==> src/logic/uart_bus_pkg.sv <==
`default_nettype none

package uart_bus_pkg;

    // apb request, master to slave
    typedef struct packed {
        logic       psel;
        logic       penable;                   // access phase
        logic       pwrite;
        logic [3:0] paddr;                     // byte address of the register
        logic [7:0] pwdata;
    } apb_req_t;

    // apb response, slave to master
    typedef struct packed {
        logic [7:0] prdata;
        logic       pready;                    // tied high, no wait states
        logic       pslverr;
    } apb_rsp_t;

    // register map
    typedef enum logic [3:0] {
        reg_txdata = 4'h0,                     // write only, pushes into the tx FIFO
        reg_rxdata = 4'h4,                     // read only, read clears rx_valid
        reg_status = 4'h8                      // read status, write 1s to clear the error bits
    } uart_reg_e;

endpackage

`default_nettype wire

==> src/logic/uart_cfg_pkg.sv <==
`default_nettype none

package uart_cfg_pkg;

    localparam int data_bits = 8;              // bits per character
    localparam int slot_bits = 12;             // bit periods per transmit slot, start + 8 data + 3 stop

    // transmitter FSM
    typedef enum logic [1:0] {
        tx_idle  = 2'd0,                       // waiting for a byte in the FIFO
        tx_fetch = 2'd1,                       // read request cycle, byte captured at its end
        tx_shift = 2'd2                        // start, data and stop level on the line
    } tx_state_e;

    // receiver FSM
    typedef enum logic [1:0] {
        rx_idle  = 2'd0,                       // line high, looking for a falling edge
        rx_start = 2'd1,                       // checking the start bit at half a bit
        rx_data  = 2'd2,                       // sampling the data bits mid-bit
        rx_stop  = 2'd3                        // sampling the stop bit
    } rx_state_e;

    // status register layout, msb first
    typedef struct packed {
        logic fifo_full;                       // bit 5
        logic fifo_empty;                      // bit 4
        logic tx_busy;                         // bit 3
        logic rx_valid;                        // bit 2, unread byte in the holding register
        logic rx_overrun;                      // bit 1, sticky
        logic rx_frame_err;                    // bit 0, sticky
    } uart_status_t;

endpackage

`default_nettype wire

==> src/logic/uart_apb_regs.sv <==
`timescale 1ns/1ns
`default_nettype none

module uart_apb_regs (
    input  logic                                uart_clk,
    input  logic                                sys_rst_n,
    input  uart_bus_pkg::apb_req_t              apb_req,
    output uart_bus_pkg::apb_rsp_t              apb_rsp,
    output logic                                push,          // tx FIFO write strobe
    output logic [uart_cfg_pkg::data_bits-1:0]  wr_data,
    input  logic                                fifo_full,
    input  logic                                fifo_empty,
    input  logic                                tx_busy,
    input  logic [uart_cfg_pkg::data_bits-1:0]  rx_byte,
    input  logic                                rx_valid_pulse,
    input  logic                                rx_frame_err_pulse
);
    import uart_cfg_pkg::*;
    import uart_bus_pkg::*;

    localparam int pad_w = $bits(apb_rsp.prdata) - $bits(uart_status_t);

    logic                 access;                              // apb access phase
    logic                 wr_en;
    logic                 rd_en;
    uart_reg_e            reg_addr;
    uart_status_t         status;
    uart_status_t         clear_mask;                          // write data seen as status bits
    logic                 rx_read;
    logic                 status_clear;
    logic [data_bits-1:0] rx_data;                             // holding register
    logic                 rx_valid;
    logic                 rx_overrun;
    logic                 rx_frame_err;

    assign access       = apb_req.psel && apb_req.penable;
    assign wr_en        = access && apb_req.pwrite;
    assign rd_en        = access && !apb_req.pwrite;
    assign reg_addr     = uart_reg_e'(apb_req.paddr);
    assign clear_mask   = uart_status_t'(apb_req.pwdata[$bits(uart_status_t)-1:0]);
    assign rx_read      = rd_en && (reg_addr == reg_rxdata);
    assign status_clear = wr_en && (reg_addr == reg_status);
    assign push         = wr_en && (reg_addr == reg_txdata) && !fifo_full; // full drops the byte
    assign wr_data      = apb_req.pwdata;
    assign status       = '{fifo_full, fifo_empty, tx_busy, rx_valid, rx_overrun, rx_frame_err};

    // zero wait state response
    always_comb begin
        apb_rsp.pready  = 1'b1;
        apb_rsp.prdata  = '0;
        apb_rsp.pslverr = 1'b0;
        if (access) begin
            case (reg_addr)
                reg_txdata: apb_rsp.pslverr = apb_req.pwrite && fifo_full;
                reg_rxdata: begin
                    apb_rsp.pslverr = apb_req.pwrite;          // read only
                    if (!apb_req.pwrite && rx_valid)
                        apb_rsp.prdata = rx_data;              // zero when nothing held
                end
                reg_status: begin
                    if (!apb_req.pwrite)
                        apb_rsp.prdata = {{pad_w{1'b0}}, status};
                end
                default: apb_rsp.pslverr = 1'b1;               // unmapped address
            endcase
        end
    end

    // rx flags
    always_ff @(posedge uart_clk or negedge sys_rst_n) begin
        if (!sys_rst_n) begin
            rx_valid     <= 1'b0;
            rx_overrun   <= 1'b0;
            rx_frame_err <= 1'b0;
        end else begin
            if (rx_valid_pulse)
                rx_valid <= 1'b1;                              // new byte wins over a read
            else if (rx_read)
                rx_valid <= 1'b0;
            if (rx_valid_pulse && rx_valid && !rx_read)
                rx_overrun <= 1'b1;                            // unread byte overwritten
            else if (status_clear && clear_mask.rx_overrun)
                rx_overrun <= 1'b0;
            if (rx_frame_err_pulse)
                rx_frame_err <= 1'b1;
            else if (status_clear && clear_mask.rx_frame_err)
                rx_frame_err <= 1'b0;
        end
    end

    always_ff @(posedge uart_clk) begin
        if (rx_valid_pulse)
            rx_data <= rx_byte;
    end

    a_penable_psel: assert property (@(posedge uart_clk) disable iff (!sys_rst_n)
        apb_req.penable |-> apb_req.psel);

endmodule

`default_nettype wire

==> src/logic/uart_rx.sv <==
`timescale 1ns/1ns
`default_nettype none

module uart_rx #(
    parameter int OVERSAMPLE = 16                              // clocks per bit
) (
    input  logic                                uart_clk,
    input  logic                                sys_rst_n,
    input  logic                                rxd,           // asynchronous serial input
    output logic [uart_cfg_pkg::data_bits-1:0]  rx_byte,
    output logic                                rx_valid_pulse,
    output logic                                rx_frame_err_pulse
);
    import uart_cfg_pkg::*;

    localparam int cnt_w = $clog2(OVERSAMPLE);
    localparam int bit_w = $clog2(data_bits);

    logic                 rxd_meta;                            // first synchronizer stage
    logic                 rxd_sync;
    rx_state_e            state;
    logic [cnt_w-1:0]     cnt;                                 // clocks into the current bit
    logic [bit_w-1:0]     bit_cnt;                             // data bits taken so far
    logic [data_bits-1:0] shift_reg;
    logic                 half_done;
    logic                 bit_done;

    assign half_done = (cnt == cnt_w'(OVERSAMPLE / 2 - 1));
    assign bit_done  = (cnt == cnt_w'(OVERSAMPLE - 1));

    always_ff @(posedge uart_clk or negedge sys_rst_n) begin
        if (!sys_rst_n) begin
            rxd_meta <= 1'b1;                                  // line idles high
            rxd_sync <= 1'b1;
        end else begin
            rxd_meta <= rxd;
            rxd_sync <= rxd_meta;
        end
    end

    always_ff @(posedge uart_clk or negedge sys_rst_n) begin
        if (!sys_rst_n) begin
            state   <= rx_idle;
            cnt     <= '0;
            bit_cnt <= '0;
        end else begin
            case (state)
                rx_idle: begin
                    cnt <= '0;
                    if (!rxd_sync)
                        state <= rx_start;                     // possible start edge
                end
                rx_start: begin
                    if (half_done) begin
                        cnt     <= '0;
                        bit_cnt <= '0;
                        state   <= rxd_sync ? rx_idle : rx_data; // high here is a glitch
                    end else begin
                        cnt <= cnt + 1'b1;
                    end
                end
                rx_data: begin
                    if (bit_done) begin
                        cnt     <= '0;
                        bit_cnt <= bit_cnt + 1'b1;
                        if (bit_cnt == bit_w'(data_bits - 1))
                            state <= rx_stop;
                    end else begin
                        cnt <= cnt + 1'b1;
                    end
                end
                rx_stop: begin
                    if (bit_done)
                        state <= rx_idle;                      // byte handed over this cycle
                    else
                        cnt <= cnt + 1'b1;
                end
                default: state <= rx_idle;
            endcase
        end
    end

    always_ff @(posedge uart_clk) begin
        if (state == rx_data && bit_done)
            shift_reg <= {rxd_sync, shift_reg[data_bits-1:1]}; // lsb arrives first
    end

    assign rx_byte            = shift_reg;
    assign rx_valid_pulse     = (state == rx_stop) && bit_done; // middle of the stop bit
    assign rx_frame_err_pulse = rx_valid_pulse && !rxd_sync;    // stop bit sampled low

    a_pulse_single: assert property (@(posedge uart_clk) disable iff (!sys_rst_n)
        (rx_valid_pulse || rx_frame_err_pulse) |=> !(rx_valid_pulse || rx_frame_err_pulse));

endmodule

`default_nettype wire

==> src/logic/uart_top.sv <==
`timescale 1ns/1ns
`default_nettype none

module uart_top #(
    parameter int OVERSAMPLE = 16,                             // uart_clk cycles per bit
    parameter int FIFO_DEPTH = 8                               // tx FIFO entries
) (
    input  logic                    uart_clk,
    input  logic                    sys_rst_n,
    input  uart_bus_pkg::apb_req_t  apb_req,
    output uart_bus_pkg::apb_rsp_t  apb_rsp,
    output logic                    txd,
    input  logic                    rxd
);
    import uart_cfg_pkg::*;

    logic                 push;
    logic [data_bits-1:0] wr_data;
    logic                 rd_req;                              // FIFO pop
    logic [data_bits-1:0] rd_data;
    logic                 fifo_full;
    logic                 fifo_empty;
    logic                 tx_busy;
    logic [data_bits-1:0] rx_byte;
    logic                 rx_valid_pulse;
    logic                 rx_frame_err_pulse;

    uart_apb_regs i_regs (
        .uart_clk           (uart_clk),
        .sys_rst_n          (sys_rst_n),
        .apb_req            (apb_req),
        .apb_rsp            (apb_rsp),
        .push               (push),
        .wr_data            (wr_data),
        .fifo_full          (fifo_full),
        .fifo_empty         (fifo_empty),
        .tx_busy            (tx_busy),
        .rx_byte            (rx_byte),
        .rx_valid_pulse     (rx_valid_pulse),
        .rx_frame_err_pulse (rx_frame_err_pulse)
    );

    uart_tx_fifo #(.FIFO_DEPTH(FIFO_DEPTH)) i_fifo (
        .uart_clk  (uart_clk),
        .sys_rst_n (sys_rst_n),
        .push      (push),
        .wr_data   (wr_data),
        .pop       (rd_req),
        .rd_data   (rd_data),
        .full      (fifo_full),
        .empty     (fifo_empty)
    );

    uart_tx #(.OVERSAMPLE(OVERSAMPLE)) i_tx (
        .uart_clk  (uart_clk),
        .sys_rst_n (sys_rst_n),
        .rd_data   (rd_data),
        .empty     (fifo_empty),
        .rd_req    (rd_req),
        .txd       (txd),
        .busy      (tx_busy)
    );

    uart_rx #(.OVERSAMPLE(OVERSAMPLE)) i_rx (
        .uart_clk           (uart_clk),
        .sys_rst_n          (sys_rst_n),
        .rxd                (rxd),
        .rx_byte            (rx_byte),
        .rx_valid_pulse     (rx_valid_pulse),
        .rx_frame_err_pulse (rx_frame_err_pulse)
    );

endmodule

`default_nettype wire

==> src/logic/uart_tx.sv <==
`timescale 1ns/1ns
`default_nettype none

module uart_tx #(
    parameter int OVERSAMPLE = 16                              // clocks per bit
) (
    input  logic                                uart_clk,
    input  logic                                sys_rst_n,
    input  logic [uart_cfg_pkg::data_bits-1:0]  rd_data,       // FIFO head
    input  logic                                empty,         // FIFO empty flag
    output logic                                rd_req,        // one cycle pop strobe
    output logic                                txd,           // serial line, idles high
    output logic                                busy           // slot in progress
);
    import uart_cfg_pkg::*;

    localparam int slot_len = slot_bits * OVERSAMPLE;
    localparam int cnt_w    = $clog2(slot_len);
    // idle and fetch add two cycles, so shifting stops early to keep the slot length
    localparam logic [cnt_w-1:0] slot_last = cnt_w'(slot_len - 3);

    tx_state_e            state;
    logic [cnt_w-1:0]     cnt;                                 // position inside the slot
    logic [cnt_w-1:0]     bit_idx;                             // bit period of cnt, 0 is start
    logic                 bit_end;                             // last clock of a bit period
    logic [data_bits-1:0] shift_reg;                           // bits still to send, lsb next

    assign bit_idx = cnt / cnt_w'(OVERSAMPLE);
    assign bit_end = (cnt % cnt_w'(OVERSAMPLE)) == cnt_w'(OVERSAMPLE - 1);
    assign rd_req  = (state == tx_fetch);
    assign busy    = (state != tx_idle);

    // slot counter and state
    always_ff @(posedge uart_clk or negedge sys_rst_n) begin
        if (!sys_rst_n) begin
            state <= tx_idle;
            cnt   <= '0;
        end else begin
            case (state)
                tx_idle: begin
                    if (!empty)
                        state <= tx_fetch;                     // byte waiting, slot is over
                end
                tx_fetch: begin
                    cnt   <= '0;                               // start bit begins next cycle
                    state <= tx_shift;
                end
                tx_shift: begin
                    if (cnt == slot_last)
                        state <= tx_idle;
                    else
                        cnt <= cnt + 1'b1;
                end
                default: state <= tx_idle;
            endcase
        end
    end

    // line driver, decoded from the counter
    always_ff @(posedge uart_clk or negedge sys_rst_n) begin
        if (!sys_rst_n) begin
            txd       <= 1'b1;
            shift_reg <= '0;
        end else if (state == tx_fetch) begin
            shift_reg <= rd_data;                              // capture with the pop
            txd       <= 1'b0;                                 // start bit
        end else if (state == tx_shift && bit_end) begin
            if (bit_idx < cnt_w'(data_bits)) begin
                txd       <= shift_reg[0];                     // next data bit, lsb first
                shift_reg <= shift_reg >> 1;
            end else begin
                txd <= 1'b1;                                   // stop level to end of slot
            end
        end
    end

    a_idle_high: assert property (@(posedge uart_clk) disable iff (!sys_rst_n)
        state == tx_idle |-> txd);

    a_req_single: assert property (@(posedge uart_clk) disable iff (!sys_rst_n)
        rd_req |=> !rd_req);

endmodule

`default_nettype wire

==> src/logic/uart_tx_fifo.sv <==
`timescale 1ns/1ns
`default_nettype none

module uart_tx_fifo #(
    parameter int FIFO_DEPTH = 8                               // power of two
) (
    input  logic                                uart_clk,
    input  logic                                sys_rst_n,
    input  logic                                push,          // write strobe from the regs
    input  logic [uart_cfg_pkg::data_bits-1:0]  wr_data,
    input  logic                                pop,           // rd_req from the transmitter
    output logic [uart_cfg_pkg::data_bits-1:0]  rd_data,       // head of the queue, always shown
    output logic                                full,
    output logic                                empty
);
    import uart_cfg_pkg::*;

    localparam int addr_w = $clog2(FIFO_DEPTH);

    logic [data_bits-1:0] mem [FIFO_DEPTH];                    // byte storage
    logic [addr_w:0]      wr_ptr;                              // extra msb is the wrap flag
    logic [addr_w:0]      rd_ptr;

    // pointer update
    always_ff @(posedge uart_clk or negedge sys_rst_n) begin
        if (!sys_rst_n) begin
            wr_ptr <= '0;
            rd_ptr <= '0;
        end else begin
            if (push)
                wr_ptr <= wr_ptr + 1'b1;
            if (pop)
                rd_ptr <= rd_ptr + 1'b1;
        end
    end

    always_ff @(posedge uart_clk) begin
        if (push)
            mem[wr_ptr[addr_w-1:0]] <= wr_data;                // storage only, no reset
    end

    assign rd_data = mem[rd_ptr[addr_w-1:0]];                  // fall-through head
    assign empty   = (wr_ptr == rd_ptr);
    assign full    = (wr_ptr[addr_w] != rd_ptr[addr_w]) &&
                     (wr_ptr[addr_w-1:0] == rd_ptr[addr_w-1:0]); // same slot, wrapped once

    // the register block must refuse a write when full
    a_no_push_full: assert property (@(posedge uart_clk) disable iff (!sys_rst_n)
        push |-> !full);

    // the transmitter only fetches when the FIFO holds data
    a_no_pop_empty: assert property (@(posedge uart_clk) disable iff (!sys_rst_n)
        pop |-> !empty);

endmodule

`default_nettype wire

==> config.mk <==
export PLATFORM = sky130hd
export DESIGN_NAME = uart_top
export DESIGN_NICKNAME = d
export VERILOG_FILES = /design/src/logic/uart_bus_pkg.sv /design/src/logic/uart_cfg_pkg.sv /design/src/logic/uart_apb_regs.sv /design/src/logic/uart_rx.sv /design/src/logic/uart_top.sv /design/src/logic/uart_tx.sv /design/src/logic/uart_tx_fifo.sv
export SDC_FILE = /design/constraint.sdc
export NUM_CORES = 1
export LEC_CHECK = 0
export ABC_CLOCK_PERIOD_IN_PS = 8200
export CAP_MARGIN = 25
export CORE_MARGIN = 1
export CORE_UTILIZATION = 45
export DETAILED_ROUTE_END_ITERATION = 8
export DONT_BUFFER_PORTS = 1
export GPL_TIMING_DRIVEN = 0
export PLACE_DENSITY = 0.71
export SYNTH_ARGS = -nofsm -noshare
export SYNTH_HDL_FRONTEND = slang
export SYNTH_HIERARCHICAL = 1
export SYNTH_SLANG_ARGS = --single-unit
==> constraint.sdc <==
create_clock -name uart_clk -period 8.2 [get_ports uart_clk]
set_clock_uncertainty 0.1 [all_clocks]
set_input_delay 0.82 -clock uart_clk [delete_from_list [all_inputs] [get_ports uart_clk]]
set_output_delay 0.82 -clock uart_clk [all_outputs]
set_load 0.03 [all_outputs]
# == After elaboration in Yosys (flattened, before gate mapping) ==
# Memories as Yosys holds them, arrays and structs flattened.
# Index checks and enable logic that the tools add are counted.
# word_totals
elab_cells,124
ram_bits,64
output_inout_bits,11
ff_bits,57
in_bits,18
mem_count,1
# op_classes
n_addsub,5
eq_ne,24
n_reduce_logical,38
muxes,39
n_lt_le_gt_ge,1
# memory_table
memory,depth,word_bits,read_ports,rd_clocked_by_memory_dff,write_ports,line_no,rtl
i_fifo.mem,8,8,1,0,1,uart_tx_fifo.sv:20,logic [data_bits-1:0] mem [FIFO_DEPTH];
# ops
operator,n
$mux 8,6
$pmux 8 s2,2
$logic_and 1x1->1,18
$mux 2,8
$pmux 4 s4,1
$reduce_bool 2->1,8
$add 4x1->4 const B,3
$eq 4x4->1 const B,3
$mux 1,12
$mux 4,3
$ne 2x1->1 const B,5
$add 8x1->8 const B,1
$eq 4x3->1 const B,2
$eq 8x8->1 const B,1
$ne 2x2->1 const B,4
$pmux 2 s4,1
$eq 2x2->1 const B,3
$mux 3,2
$mux 6,1
$pmux 2 s3,1
$pmux 3 s2,1
$reduce_and 2->1,3
$reduce_and 5->1,1
$eq 2x1->1 const B,2
11 further kinds,15

# == Logic depth before layout (Yosys ltp) ==
# logic_depth
ltp_word,6
depth_mapped,7
ltp_nobuf,6

# == Modules after synthesis ==
# Netlist, hierarchy kept.
# modules_own_cells
module,seq_area_each_um2,area_each_um2,cells_each,instances
uart_tx_fifo,2122.0,2915.3,136,1
uart_tx,476.7,991.0,103,1
uart_rx,518.0,892.1,76,1
uart_apb_regs,315.3,619.3,57,1

# == Worst setup path before layout ==
# No wires, ideal clock.
# synth_timing
path_type,input-to-reg
start,input port apb_req[8] (netlist bit)
end,"memory i_fifo.mem[0][0], enable pin"
path_stages,5
n_path_buf,0
setup_time_ns,0.383
path_slack_ns,5.090
required_time_ns,7.717
arrival_time_ns,2.626
cell_sequence,and4bb_4 nand2_1 nor4_1 nand2b_1 nor3_1
# synth_between
elab_chain_len,5
# synth_lines
element,line_no,rtl
"start, declared",uart_top.sv:10,"input uart_bus_pkg::apb_req_t apb_req,"
$logic_not 4->1,uart_apb_regs.sv:43,assign push = wr_en && (reg_addr == reg_txdata) && !fifo_full;
$logic_and 1x1->1 (2 in a row),uart_apb_regs.sv:43,
net push,uart_top.sv:17,logic push;
$mux 1,uart_tx_fifo.sv:38,if (push)
$mux 1 (not written as such),uart_tx_fifo.sv:39,mem[wr_ptr[addr_w-1:0]] <= wr_data;
"end, declared",uart_tx_fifo.sv:20,
# The timed path passes the listed nets, and every way through them passes these cells.

==> metrics.csv <==
metric,value,unit
status,finished with violations,
violations,DRC,
rows,39,
dr_total_vias,3146,
die_x,112,um
cts.hold.buffers_added,2,
diodes,0,
io_pins,29,
critical_path.endpoint,apb_rsp[0],
arrival,2860,ps
place_congestion,0.767,
p_leak,2.32,nW
startpoint,i_fifo/rd_ptr[2],
clk_latency,400,ps
syn_area_per_cell,14.6,sq um
ant_nets,0,
worst-path-max-fanout,10,
multi_input_area,1760,sq um
grt_pass1_wl,15900,um
crit_path_start_kind,register,
fp.coreArea,11600,sq um
final_util,0.539,
fin_total_pwr,2.05,mW
fin_ws,4420,ps
reg2reg_slack,4510,ps
cellPowerDensity,329,nW/um^2
vdd_ir_drop_max,142,uV
h-tree-depth,4,
synthArstFlopShare,0.339,
via_per_inst,5.69,
yosysTopAreaCell,edfxtp_1,
netlist.area_leader.share,0.443,
fin_crit,3780,ps
seq_area,3430,sq um
first_pass_iters,6,
drive_above_1_share,0.237,
clock_path_buffers,2,
setup_viol,0,
tightest_slew,960,ps
synth_seq_cells,121,
antenna_found_initial,0,
yosysSeqAreaShare,0.633,
grt_overflow,0,
r2r_start,i_fifo/rd_ptr[2],
synth_cell_types,70,
synth-edff-count,80,
cts_tree,built,
dpl.hpwl,6230,um
ys.flop_type,edfxtp_1,
grt_pass1_vias,3091,
critical_path.cell_chain,"buf_2, buf_2, xor2_1, nor4_1, and2b_2, o22ai_1, a21oi_1",
hold_viol_final,0,
syn_nets,397,
n_fill_cell,903,
r2r_cells,9,
maxCapViolations,0,
post_dp_cell_area,5620,sq um
drv_slew,0,
crit_top_cell,buf_2,
dieHeight,112,um
synth_cells,372,
fmax,0.265,GHz
cts_root_buf,clkbuf_16,
drt_iter0_drc,176,
required,7280,ps
fp.dieArea,12500,sq um
worst_setup_path_end_kind,output pin,
dp_cells,518,
grt_max_degree,35,
grt_use_total,0.171,
start_util,0.468,
yosysMostFrequentCell,edfxtp_1,
rsz0062_at_grt,false,
path_class,register to output pin,
routed_wl,9990,um
finalCritPeriodShare,0.461,
ys_warn_count,6,
syn2layout_area_growth,15.0,%
clock_sinks,121,
wl_per_cell,18.1,um
cpMaxStageDelayCell,nor4_1,
synthTopCellsByCount,"80 x edfxtp_1, 38 x dfrtp_1, 29 x nor2_1, 27 x nand2_1, 13 x buf_4",
fin_cells,553,
dpl_worst_slack,4340,ps
hold_class,input pin to async pin,
r2r_end,i_fifo/mem[0][3],
slew_headroom,0.358,
path_clk_slew,50,ps
max_stage_delay,550,ps
nNetsFinal,422,
largest_reg_flops,64,
worst_hold_slack,157,ps
port_buffers,0,
syn_area,5420,sq um
post_cts_buffers,0,
design_area,6230,sq um
synth_area_leaders,"edfxtp_1 44%, dfrtp_1 18%, mux4_1 4.4%",
drc,2,
finalSetupTns,0,ps
numCtsBuffers,17,
cts_resized,0,
[how the worst min path moves through the flow]
stage | to | slack (ps) | cells past startpoint
2_1_floorplan | i_rx/rxd_sync | 250 | 0
3_3_place_gp | i_rx/rxd_sync | 250 | 0
3_5_place_dp | i_rx/rxd_sync | 250 | 0
4_1_cts | i_tx/txd | 140 | 0
5_1_grt | i_tx/txd | 140 | 0
6_report | i_fifo/rd_ptr[3] | 160 | 1
[layout by cell type, fill, tap and decap left out, types with 4 or more instances in the layout]
cell type	instances
nor2b_1	4
buf_4	16
nor2_1	29
edfxtp_1	80
dfrtp_1	38
inv_1	6
xor2_1	5
nand2_1	27
nor4_1	4
ha_1	7
nor3_1	5
buf_2	8
nand3_1	9
mux4_2	7
nand2b_1	7
o21ai_0	6
a22oi_1	6
mux4_1	9
xnor2_1	5
mux2_4	7
o211ai_1	4
nand4_1	5
clkbuf_16	17
a21oi_1	9
a31oi_1	7
clkinv_4	4
[kinds of logic after synthesis]
family                     after synthesis  share of synthesized area
muxes                                   26                     0.0984
other                                    1                   0.000692
buffers and inverters                   34                     0.0418
and+or+nand+nor                        122                      0.126
adders and majority gates                7                     0.0162
DFF                                    121                      0.633
xor gates and xnor gates                10                     0.0162
AOI/OAI and AO/OA                       51                     0.0672
[worst max-delay path, delay by kind of cell (launching register included)]
family / cells / cell delay [ps]
compound gates: 2 / 600
xor+xnor: 1 / 140
buf+inv: 2 / 600
flops: 1 / 310
simple gates: 2 / 790
[layer usage]
layer | track usage | part of all wire | up-vias
li1 | - | - | 1464
met1 | 0.209 | 0.44 | 1598
met2 | 0.284 | 0.51 | 78
met3 | 0.0495 | 0.043 | 6
met4 | 0.0721 | 0.0087 | 0
met5 | 0 | 0 | -
[report_power, final]
group / leakage [nW] / internal (mW) / switching [mW]
Combinational: 0.822 / 0.273 / 0.286
Clock: 0.272 / 0.446 / 0.269
Sequential: 1.23 / 0.722 / 0.0505
Total: 2.32 / 1.44 / 0.605
[final cells by class]
cell class / instances / share of cell area
buffer: 28 / 0.0327
clock buffer: 17 / 0.0683
clock inverter: 15 / 0.0243
inverter: 6 / 0.00361
multi-input combinational: 217 / 0.282
sequential: 121 / 0.551
tap: 143 / 0.0287
timing repair buffer: 6 / 0.00924
(Power assumes the default switching activity.)
